--- src/include/pi_defines.svh ---
/* shared-memory port sizing
   master count, word width and slave memory depth */

`ifndef PI_DEFINES_SVH
`define PI_DEFINES_SVH

// number of bus masters sharing the slave, must be at least 2
// each master owns exactly one request slot and one response slot
`define PI_MASTERCOUNT 3

// data word width in bits, a multiple of 8 so that byte lanes divide it
`define PI_ARCHBITSZ 32

// number of words in the slave memory
// the address type is sized from this value
`define PI_MEMDEPTH 64

`endif

--- src/rtl/pi_pkg.sv ---
/* shared-memory port types
   op codes, word, address, byte select and the queued request */

`include "pi_defines.svh"

package pi_pkg;

	// the op encoding follows the reference bridge
	// bit 0 means the op writes, bit 1 means it returns a word
	typedef enum logic [1:0] {
		PI_NOOP = 2'b00,
		PI_WROP = 2'b01,
		PI_RDOP = 2'b10,
		PI_RWOP = 2'b11
	} pi_op_t;

	typedef logic [`PI_ARCHBITSZ-1:0] pi_word_t;

	// one select bit per byte lane of the word
	typedef logic [`PI_ARCHBITSZ/8-1:0] pi_sel_t;

	typedef logic [$clog2(`PI_MEMDEPTH)-1:0] pi_addr_t;

	// indexes a master, a request slot or a response slot
	typedef logic [$clog2(`PI_MASTERCOUNT)-1:0] pi_midx_t;

	// payload of one request slot, captured as a whole from one master
	typedef struct packed {
		pi_op_t   op;
		pi_addr_t addr;
		pi_word_t data;
		pi_sel_t  sel;
	} pi_req_t;

endpackage

--- src/rtl/pi_req_if.sv ---
/* request store connection
   carries the slot write, the slot read and their indexes */

`timescale 1ns/1ps

interface pi_req_if;
	import pi_pkg::*;

	// write side, one slot is filled per accepted master request
	logic     we;
	pi_midx_t widx;
	pi_req_t  wdata;

	// read side, the slot at ridx is the oldest queued request
	pi_midx_t ridx;
	pi_req_t  rdata;

	// the controller steers both indexes and sees the head of the queue
	// wdata is muxed from the master inputs outside the controller
	modport ctrl (
		output we,
		output widx,
		output ridx,
		input  rdata
	);

	modport store (
		input  we,
		input  widx,
		input  wdata,
		input  ridx,
		output rdata
	);

endinterface

--- src/rtl/pi_slot_ram.sv ---
/* per-master slot store
   one register per master, holding a request or a response word */

`timescale 1ns/1ps
`include "pi_defines.svh"

module pi_slot_ram #(
	parameter type payload_t = pi_pkg::pi_word_t
) (
	input  logic             m_clk_i,
	input  logic             we_i,
	input  pi_pkg::pi_midx_t widx_i,
	input  payload_t         wdata_i,
	input  pi_pkg::pi_midx_t ridx_i,
	output payload_t         rdata_o,
	output payload_t         slot_o [`PI_MASTERCOUNT]
);

	// slot k belongs to master k for the whole run
	payload_t slot_q [`PI_MASTERCOUNT];

	// payload only, a slot is meaningful once the controller has filled it
	always_ff @(posedge m_clk_i) begin
		if (we_i)
			slot_q[widx_i] <= wdata_i;
	end

	// asynchronous read so the head entry reaches the slave in the same cycle
	assign rdata_o = slot_q[ridx_i];

	// all slots in parallel, the response store drives the master data outputs
	assign slot_o = slot_q;

endmodule

--- src/rtl/pi_ram_slave.sv ---
/* byte-lane memory slave
   single-port RAM with wait states from stall_i and a registered read port */

`timescale 1ns/1ps
`include "pi_defines.svh"

module pi_ram_slave (
	input  logic             m_clk_i,
	input  logic             rst_i,
	input  logic             stall_i,
	input  pi_pkg::pi_op_t   op_i,
	input  pi_pkg::pi_addr_t addr_i,
	input  pi_pkg::pi_word_t data_i,
	input  pi_pkg::pi_sel_t  sel_i,
	output pi_pkg::pi_word_t data_o,
	output logic             rdy_o
);
	import pi_pkg::*;

	localparam int NB = $bits(pi_sel_t);

	pi_word_t mem_q [`PI_MEMDEPTH];

	logic acc;
	logic is_wr;
	logic is_rd;

	// a stalled slave takes nothing, so the op on the inputs is held for it
	assign rdy_o = !stall_i;
	assign acc   = !stall_i && !rst_i;

	// read-write does both, the read sees the word from before the write
	assign is_wr = (op_i == PI_WROP) || (op_i == PI_RWOP);
	assign is_rd = (op_i == PI_RDOP) || (op_i == PI_RWOP);

	always_ff @(posedge m_clk_i) begin
		if (acc) begin
			// only the selected byte lanes are updated
			if (is_wr) begin
				for (int b = 0; b < NB; b++) begin
					if (sel_i[b])
						mem_q[addr_i][8*b +: 8] <= data_i[8*b +: 8];
				end
			end
			// data_o keeps the last read word until another read is accepted
			if (is_rd)
				data_o <= mem_q[addr_i];
		end
	end

	// the word at a no-op address is the same one edge later
	a_noop_keeps_mem: assert property (@(posedge m_clk_i) disable iff (rst_i)
		(op_i == PI_NOOP) |=> (mem_q[$past(addr_i)] == $past(mem_q[addr_i])));

endmodule

--- src/rtl/pi_queue_ctrl.sv ---
/* request queue controller
   rotates the write index over the masters, applies the ready rule
   and issues the oldest queued request to the slave */

`timescale 1ns/1ps
`include "pi_defines.svh"

module pi_queue_ctrl (
	input  logic                       m_clk_i,
	input  logic                       rst_i,
	input  pi_pkg::pi_op_t             m_op_i [`PI_MASTERCOUNT],
	input  logic                       s_rdy_i,
	pi_req_if.ctrl                     rq,
	output logic [`PI_MASTERCOUNT-1:0] m_rdy_o,
	output pi_pkg::pi_op_t             s_op_o,
	output logic                       rsp_we_o,
	output pi_pkg::pi_midx_t           rsp_idx_o
);
	import pi_pkg::*;

	localparam int NM = `PI_MASTERCOUNT;
	localparam int IW = $bits(pi_midx_t);

	// usage counts from 0 to NM, so it needs one bit above the index
	typedef logic [IW:0] cnt_t;

	localparam cnt_t     NCNT = cnt_t'(NM);
	localparam pi_midx_t LAST = pi_midx_t'(NM - 1);

	// the wrap bits tell a full queue from an empty one when the indexes match
	pi_midx_t w_idx;
	logic     w_wrap;
	pi_midx_t r_idx;
	logic     r_wrap;

	// slot of the entry most recently handed to the slave
	// its read word shows up on the slave data port one ready edge later
	pi_midx_t prev_r_idx;

	// low through reset and for the first edge after it
	logic run;

	// the op held in each slot is copied here for the near-full check
	pi_op_t op_sh [NM];

	cnt_t usage;
	logic empty;
	logic full;
	logic near_full;
	logic we;
	logic accept;

	// queue usage follows from the two indexes modulo NM, which need not be a power of two
	always_comb begin
		if (w_wrap == r_wrap)
			usage = {1'b0, w_idx} - {1'b0, r_idx};
		else
			usage = NCNT - {1'b0, r_idx} + {1'b0, w_idx};
	end

	assign empty     = (usage == '0);
	assign full      = (usage == NCNT);
	assign near_full = (usage == NCNT - 1'b1);

	// only the master under the write index may be ready
	// with one free slot left, that slot was just issued, so when it held a read
	// its word has not reached the response slot yet and the master must wait
	for (genvar k = 0; k < NM; k++) begin : g_rdy
		assign m_rdy_o[k] = run && (w_idx == pi_midx_t'(k)) && !full &&
			!(near_full && (op_sh[k] == PI_RDOP || op_sh[k] == PI_RWOP));
	end

	// at most one bit is high, so any bit set means slot w_idx is written
	assign we = |m_rdy_o;

	// the slave takes the head entry whenever it is not stalled
	assign accept = s_rdy_i && !empty;

	assign rq.we   = we;
	assign rq.widx = w_idx;
	assign rq.ridx = r_idx;

	// an empty queue shows a no-op so the stale head slot has no effect
	assign s_op_o = empty ? PI_NOOP : rq.rdata.op;

	// every ready edge copies the slave read port into the slot issued before,
	// the slave holds its word between reads, so repeated copies are harmless
	assign rsp_we_o  = s_rdy_i;
	assign rsp_idx_o = prev_r_idx;

	always_ff @(posedge m_clk_i) begin
		if (rst_i) begin
			run        <= 1'b0;
			w_idx      <= '0;
			w_wrap     <= 1'b0;
			r_idx      <= '0;
			r_wrap     <= 1'b0;
			prev_r_idx <= '0;
			for (int k = 0; k < NM; k++)
				op_sh[k] <= PI_NOOP;
		end else begin
			run <= 1'b1;
			// a no-op is queued like any other op and still takes its turn
			if (we) begin
				op_sh[w_idx] <= m_op_i[w_idx];
				w_idx        <= (w_idx == LAST) ? '0 : w_idx + 1'b1;
				w_wrap       <= w_wrap ^ (w_idx == LAST);
			end
			if (accept) begin
				prev_r_idx <= r_idx;
				r_idx      <= (r_idx == LAST) ? '0 : r_idx + 1'b1;
				r_wrap     <= r_wrap ^ (r_idx == LAST);
			end
		end
	end

	// the rotation hands the bus to one master at a time
	a_one_ready: assert property (@(posedge m_clk_i) disable iff (rst_i)
		$onehot0(m_rdy_o));

	// a full queue must never overwrite a slot that the slave has not taken
	// matching indexes with different wrap bits mean every slot is still queued
	a_no_write_full: assert property (@(posedge m_clk_i) disable iff (rst_i)
		(w_idx == r_idx && w_wrap != r_wrap) |-> !rq.we);

endmodule

--- src/rtl/pi_mem_subsys.sv ---
/* shared-memory port top level
   queues requests from several masters in turn into one memory slave */

`timescale 1ns/1ps
`include "pi_defines.svh"

module pi_mem_subsys (
	input  logic                                                    m_clk_i,
	input  logic                                                    rst_i,
	input  logic                                                    stall_i,
	input  logic [$bits(pi_pkg::pi_op_t)*`PI_MASTERCOUNT-1:0]       m_op_i,
	input  logic [$bits(pi_pkg::pi_addr_t)*`PI_MASTERCOUNT-1:0]     m_addr_i,
	input  logic [`PI_ARCHBITSZ*`PI_MASTERCOUNT-1:0]                m_data_i,
	input  logic [(`PI_ARCHBITSZ/8)*`PI_MASTERCOUNT-1:0]            m_sel_i,
	output logic [`PI_ARCHBITSZ*`PI_MASTERCOUNT-1:0]                m_data_o,
	output logic [`PI_MASTERCOUNT-1:0]                              m_rdy_o
);
	import pi_pkg::*;

	localparam int NM = `PI_MASTERCOUNT;
	localparam int OW = $bits(pi_op_t);
	localparam int AW = $bits(pi_addr_t);
	localparam int WW = $bits(pi_word_t);
	localparam int SW = $bits(pi_sel_t);

	pi_op_t   m_op     [NM];
	pi_req_t  m_req    [NM];
	pi_word_t rsp_slot [NM];

	pi_op_t   s_op;
	pi_word_t s_data;
	logic     s_rdy;
	logic     rsp_we;
	pi_midx_t rsp_idx;

	pi_req_if rq ();

	// master k sits at slice k of every flat bus
	for (genvar k = 0; k < NM; k++) begin : g_split
		assign m_op[k]  = pi_op_t'(m_op_i[OW*k +: OW]);
		assign m_req[k] = '{
			op:   m_op[k],
			addr: m_addr_i[AW*k +: AW],
			data: m_data_i[WW*k +: WW],
			sel:  m_sel_i[SW*k +: SW]
		};
		assign m_data_o[WW*k +: WW] = rsp_slot[k];
	end

	// the slot being written always takes the inputs of the master it belongs to
	assign rq.wdata = m_req[rq.widx];

	pi_queue_ctrl u_ctrl (
		.m_clk_i   (m_clk_i),
		.rst_i     (rst_i),
		.m_op_i    (m_op),
		.s_rdy_i   (s_rdy),
		.rq        (rq.ctrl),
		.m_rdy_o   (m_rdy_o),
		.s_op_o    (s_op),
		.rsp_we_o  (rsp_we),
		.rsp_idx_o (rsp_idx)
	);

	pi_slot_ram #(.payload_t(pi_req_t)) u_req_slots (
		.m_clk_i (m_clk_i),
		.we_i    (rq.we),
		.widx_i  (rq.widx),
		.wdata_i (rq.wdata),
		.ridx_i  (rq.ridx),
		.rdata_o (rq.rdata),
		.slot_o  ()
	);

	// response slots are only read in parallel, through the master data outputs
	pi_slot_ram #(.payload_t(pi_word_t)) u_rsp_slots (
		.m_clk_i (m_clk_i),
		.we_i    (rsp_we),
		.widx_i  (rsp_idx),
		.wdata_i (s_data),
		.ridx_i  (rsp_idx),
		.rdata_o (),
		.slot_o  (rsp_slot)
	);

	pi_ram_slave u_slave (
		.m_clk_i (m_clk_i),
		.rst_i   (rst_i),
		.stall_i (stall_i),
		.op_i    (s_op),
		.addr_i  (rq.rdata.addr),
		.data_i  (rq.rdata.data),
		.sel_i   (rq.rdata.sel),
		.data_o  (s_data),
		.rdy_o   (s_rdy)
	);

endmodule

--- config.mk ---
export PLATFORM = sky130hd
export DESIGN_NAME = pi_mem_subsys
export DESIGN_NICKNAME = d
export VERILOG_FILES = /design/src/rtl/pi_pkg.sv /design/src/rtl/pi_req_if.sv /design/src/rtl/pi_slot_ram.sv /design/src/rtl/pi_ram_slave.sv /design/src/rtl/pi_queue_ctrl.sv /design/src/rtl/pi_mem_subsys.sv
export VERILOG_INCLUDE_DIRS = /design/src /design/src/include
export SDC_FILE = /design/constraint.sdc
export NUM_CORES = 2
export LEC_CHECK = 0
export ABC_CLOCK_PERIOD_IN_PS = 11600
export BUFFER_PORTS_ARGS = -buffer_cell sky130_fd_sc_hd__buf_4
export CORE_MARGIN = 8
export CORE_UTILIZATION = 45
export DETAILED_ROUTE_END_ITERATION = 16
export MAX_ROUTING_LAYER = met4
export PLACE_DENSITY = 0.6
export REMOVE_ABC_BUFFERS = 1
export SYNTH_ARGS = -nofsm -noshare
export SYNTH_HDL_FRONTEND = slang
export SYNTH_SLANG_ARGS = --single-unit
--- constraint.sdc ---
create_clock -name m_clk_i -period 11.6 [get_ports m_clk_i]
set_clock_uncertainty 0.1 [all_clocks]
set_input_delay 0.58 -clock m_clk_i [delete_from_list [all_inputs] [get_ports m_clk_i]]
set_output_delay 0.58 -clock m_clk_i [all_outputs]
set_load 0.05 [all_outputs]
* Yosys cells after proc, flatten, opt, wreduce, memory -nomap -nowiden
Memory sizes are Yosys's and may differ from the RTL's. A register that Yosys moved wholly into a read port is not among the register bits. Cells that the tools add are included.
Word-level totals: register bits 237, RAM bits 2054, bits of input ports 135, logic and storage cells 130, memories 2
Memories:
- u_slave.mem_q | depth 64, width 32, rd ports 1, clocked after memory_dff 1, write ports 1, line pi_ram_slave.sv:22 | pi_word_t mem_q [`PI_MEMDEPTH];
- u_ctrl.op_sh | depth 3, width 2, rd ports 3, clocked after memory_dff 0, write ports 3, line pi_queue_ctrl.sv:44 | pi_op_t op_sh [NM];
Cells by class: add/sub/neg operators 5, $lt $le $gt $ge 5, equal/unequal tests 15, multiplexer cells 44, bitwise gates (word level) 5, reduce and logical (&&, ||, !) cells 33
Operators with widths (count):
- 44-bit 2-to-1 mux | 5
- 44-bit binary-select mux with 2-bit select | 2
- 132-bit bitwise mux | 1
- 96-bit bitwise mux | 1
- 44-bit demux with 2-bit select | 1
- 32-bit demux with 2-bit select | 1
- 32-bit 2-to-1 mux | 1
- 1-bit 2-to-1 mux | 23
- 2-bit == test, second input constant | 10
- 1-bit logical AND | 16
- 2-bit 2-to-1 mux | 7
- 3-bit >= comparator, second input constant | 3
- 2-bit inverter with 3-bit output | 3
- 1-bit zero test | 7
- 3-bit by 2-bit == test with 1-bit output, second input constant | 2
- 3-bit by 1-bit < comparator with 1-bit output, second input constant | 2
- 1-bit logical OR | 5
- 2-bit by 1-bit adder with 2-bit output, second input constant | 2
- 2-bit binary-select mux with 2-bit select | 1
- 2-bit by 1-bit == test with 1-bit output, second input constant | 2
- 3-bit by 2-bit adder with 3-bit output | 1
- 3-bit zero test | 1
- 3-bit 2-to-1 mux | 1
- 3-bit OR reduction | 1
- other kinds (7) | 8

* Longest topological paths before layout
depth after elaboration 13, mapped depth 13, depth with buffers taken out 10

* Modules after synthesis
A second synthesis with hierarchy kept.
Unflattened totals: cells, all modules 5251, area total of the unflattened synthesis 90127.7 um^2
Modules (own cells, without submodules):
- pi_ram_slave | times used 1, cells an instance 4645, area each 79557.6 um^2, sequential area each 62459.9 um^2
- pi_slot_ram at u_req_slots | times used 1, cells an instance 239, area each 5027.3 um^2, sequential area each 3963.8 um^2
- pi_slot_ram at u_rsp_slots | times used 1, cells an instance 176, area each 3694.8 um^2, sequential area each 2882.8 um^2
- pi_mem_subsys | times used 1, cells an instance 104, area each 1038.5 um^2, sequential area each 0.0 um^2
- pi_queue_ctrl | times used 1, cells an instance 87, area each 809.5 um^2, sequential area each 270.3 um^2

* Worst setup path after synthesis
Ideal clock, no wire load.
kind reg2reg, start point register u_ctrl.r_idx[0], in the netlist u_ctrl.rq.ridx[0], end point memory u_slave.mem_q[0][14] in the netlist's numbering, data pin, data arrival time 4253 ps, required time 10798 ps, slack 6545 ps, cell stages (with the launch flop) 7, buffers on the path 4, clock period less this slack 5055 ps, cells stage by stage dfxtp_1 > buf_6 > buf_4 > buf_1 > buf_1 > mux2i_1 > o21ai_0
RTL lines:
- from (decl) | line pi_queue_ctrl.sv:33 | pi_midx_t r_idx;
- from (signal assigned) | line pi_queue_ctrl.sv:111 | r_idx <= (r_idx == LAST) ? '0 : r_idx + 1'b1;
- to (decl) | line pi_ram_slave.sv:22

* Final worst setup path
start point register u_ctrl.r_idx[0], in the netlist u_ctrl.rq.ridx[0], end point memory u_slave.mem_q[31][22] in the netlist's numbering (enable)
On the way: word-level cells in the longest chain between the ends 10
Ends and longest elaborated chain:
- 2-bit by 2-bit subtractor with 3-bit output / 2-bit inverter with 3-bit output (equally long branches) | line pi_queue_ctrl.sv:58, pi_slot_ram.sv:29
- 3-bit by 2-bit adder with 3-bit output / 44-bit binary-select mux with 2-bit select (equally long branches) | line pi_queue_ctrl.sv:58, pi_slot_ram.sv:29
- 3-bit 2-to-1 mux / 44-bit 2-to-1 mux (equally long branches) | line pi_queue_ctrl.sv:55, pi_slot_ram.sv:29
- 3-bit zero test / 44-bit 2-to-1 mux (equally long branches) | line pi_queue_ctrl.sv:61, pi_slot_ram.sv:29
- 2-bit 2-to-1 mux | line pi_queue_ctrl.sv:84 | assign s_op_o = empty ? PI_NOOP : rq.rdata.op;
- 2-bit by 1-bit == test with 1-bit output / 2-bit == test (equally long branches) | line pi_ram_slave.sv:33 | assign is_wr = (op_i == PI_WROP) || (op_i == PI_RWOP);
- 1-bit logical OR | line pi_ram_slave.sv:33
- 1-bit 2-to-1 mux | line pi_ram_slave.sv:39 | if (is_wr) begin
- 1-bit 2-to-1 mux | line pi_ram_slave.sv:37 | if (acc) begin
- 1-bit 2-to-1 mux (implied by the code) | line pi_ram_slave.sv:42 | mem_q[addr_i][8*b +: 8] <= data_i[8*b +: 8];
Parallel ways exist; a longest one is shown, timed or not. The select of a mux whose other input is x is not followed.

==> summary.md <==
| Metric | Value |
|---|---|
| Status | `completed` |
| PortBufs | `233` |
| Fin. Hold Viols | `0` |
| Nets | `5578` |
| Synth top area cells | `edfxtp_1 78%, a22oi_1 5.6%, mux2_2 2.2%` |
| Initial DRC count | `between 6000 and 7000` |
| Fin crit share | `54.2%` |
| Crit path launch type | `flip-flop` |
| Final setup TNS | `0 ns` |
| Most common cell after layout, fill and taps aside | `edfxtp_1` |
| Warnings from Yosys | `0` |
| Number of synthesized register bits | `around 2300` |
| Residual DRC count | `0` |
| Share of post-route cells with drive strength above 1 | `16.6%` |
| Routed vias/inst | `between 6 and 7` |
| Vias after detailed routing | `51500` |
| CTS tree | `done` |
| Kind of critical path | `reg2reg` |
| Final wirelength | `263000 um` |
| CP Max Fanout | `~120` |
| # IOs | `approximately 230` |
| Sequential share of the synthesized area | `78.1%` |
| Post-synth top area share | `77.9%` |
| Maxcap violations | `0` |
| Unrepaired setup endpoints after global routing | `false` |
| CTS Sinks | `around 2300` |
| Setup violators final | `0` |
| Clock transition at path regs | `0.06 ns` |
| Tmin final | `6.29 ns` |
| Largest net degree at the start of global routing | `141` |
| # hold bufs at CTS | `26` |
| Drt pass-1 iters | `6` |
| Post-CTS Setup Inserts | `0` |
| Req. time, crit path | `11.98 ns` |
| Total gr overflow | `0` |
| Syn-to-layout area delta | `14.1%` |
| Post-Syn Area | `89100 sq um` |
| Final Core Density | `51.6%` |
| Pwr dens | `298 nW/um^2` |
| Critical path capture point type | `flip-flop` |
| CTS Buffer Depth | `3` |
| Post-route ant nets | `0` |
| Fillers | `16000` |
| Mapped Cells | `5209` |
| Syn_area_per_cell | `17.1 sq um` |
| Die width | `461 um` |
| Die area | `213000 sq um` |
| Slew @ Worst Pin | `about 1.3 ns` |
| CTS Root Cell | `clkbuf_16` |
| Core footprint | `197000 sq um` |
| Final Max Tran Viols | `0` |
| Total GRT Usage | `24.7%` |
| DIE HEIGHT | `approximately 460 um` |
| # H-tree levels | `4` |
| Num CTS Buffers | `232` |
| Post-synth top area cell | `edfxtp_1` |
| FFs w/ async S/R, synth | `0%` |
| Commonest non-fill, non-tap cells in the layout | `2311 x edfxtp_1, 659 x a22oi_1, 347 x buf_4, 285 x nor2_1, 277 x nand4_1` |
| Starting Density | `45.2%` |
| Post-synth EDFFs | `around 2300` |
| VDD IR max | `0.357 mV` |
| Count of cell types in the netlist | `76` |
| Synth Flop Type | `edfxtp_1` |
| Worst skew pair latency | `0.87 ns` |
| First-pass GRT wire length | `roughly 370000 um` |
| DP HPWL | `159000 um` |
| Leakage | `31.1 nW` |
| Initial antenna violation count | `10` |
| DR WL/cell | `31.7 um` |
| Maximum clock rate | `159 MHz` |
| GPL Wtd Cong | `0.895` |
| Vias in the first global route | `50400` |
| WP data arrival | `roughly 6.7 ns` |
| Max-slew headroom | `10.7%` |
| # rows | `around 160` |
| # resized after CTS | `0` |
| Worst min-delay path class | `in2reg` |
-- cell families after synthesis --
group	Yosys count	share of synthesized area, %
adders and majority gates	4	0.0730
and+or+nand+nor	945	5.45
muxes	374	4.57
DFF	2320	78.1
AOI/OAI and AO/OA	1171	9.80
buffers and inverters	392	2.01
xor gates and xnor gates	3	0.0295
-- flip-flops by register name (all words and copies together), names as in the netlist --
register / cells
u_ctrl.rsp_idx_o: 2
u_ctrl.rq.widx: 2
u_ctrl.rq.ridx: 2
u_req_slots.slot_o: 132
u_ctrl.w_wrap: 1
u_slave.mem_q: 2048
u_ctrl.op_sh: 3
u_ctrl.run: 1
u_slave.data_o: 32
u_rsp_slots.slot_o: 96
u_ctrl.r_wrap: 1
-- per-layer routing --
metal / routed length, um / GRT usage [%]
met1: 106000 / 33.3
met2: 120000 / 37.0
met3: 25100 / 5.16
met4: 12100 / 9.96
met5: 0 / -
-- area by class of cell --
class	instances	area, sq um	share of cell area [%]
antenna	17	42.5	0.0419
clock buffer	281	6030	5.93
clock inverter	151	1450	1.43
inverter	11	41.3	0.0406
multi-input combinational	2497	18200	18.0
sequential	2320	69600	68.5
tap	2640	3300	3.25
timing repair buffer	377	2940	2.89
-- per-stage QoR --
step                cells  total power [mW]  setup slack (ns)  area, sq um  hold slack (ns)
floorplan            4828              18.3             -8.91        87400            0.340
global placement     7818              22.8              5.42        93800            0.357
detailed placement   7819              22.9              5.51        93900            0.359
CTS                  8277              30.3              5.49       102000         0.000644
global route         8288              31.2              5.18       102000           0.0409
finish               8294              30.3              5.31       102000           0.0440
-- where the power goes --
| group | leakage (nW) | internal (mW) | total, mW | switching (mW) |
|---|---|---|---|---|
| Clock | 3.62 | 4.21 | 7.39 | 3.18 |
| Sequential | 20.9 | 11.4 | 11.6 | 0.162 |
| Combinational | 6.51 | 2.86 | 11.4 | 8.49 |
-- Yosys cell counts (3+ instances only) --
cell type and n:
edfxtp_1 2311, a22oi_1 659, nor2_1 292, nand4_1 277, nand2_1 218, mux2i_1 186
mux2_2 178, buf_2 156, clkbuf_1 147, o211ai_1 92, o21ai_0 87, and4_1 77
o2bb2ai_1 71, buf_1 52, a22o_1 44, a21oi_1 42, a211oi_1 41, a31oi_1 38
nand3_1 36, o22a_1 25, buf_4 18, inv_1 11, a221oi_1 9, dfxtp_1 9
buf_6 8, and3_1 7, a32oi_1 6, nor3b_1 6, o22ai_1 6, a41oi_1 5
mux4_2 5, nor3_1 5, nor3_2 5, o31ai_1 5, a2111oi_0 4, a2bb2oi_1 4
o2111a_1 4, o2111ai_1 4, mux2i_4 3, nor3_4 3, o221ai_1 3, or4_1 3
-- worst paths after layout --
check / from / endpoint / slack, ns / cells past startpoint
min reg2reg: u_slave.data_o[19]$_DFFE_PP_ / u_rsp_slots.slot_o[51]$_DFFE_PP_ / 0.35 / 0
max: u_ctrl.rq.ridx[0]$_SDFFE_PP0P_ / u_slave.mem_q[31][22]$_DFFE_PP_ / 5.31 / 9
max reg2reg: u_ctrl.rq.ridx[0]$_SDFFE_PP0P_ / u_slave.mem_q[31][22]$_DFFE_PP_ / 5.31 / 9
min: m_data_i[78] / u_req_slots.slot_o[18]$_DFFE_PP_ / 0.04 / 3
-- critical path: stages, from the launching register on --
cell and delay, ns:
dfxtp_4 0.69, buf_4 0.65, mux2i_4 0.24, o21a_4 0.43, buf_12 0.35, nor3_4 0.30
buf_4 0.48, buf_4 0.59, nand2_1 0.79, nor2_1 0.95
Power figures use the tool's default switching activity.
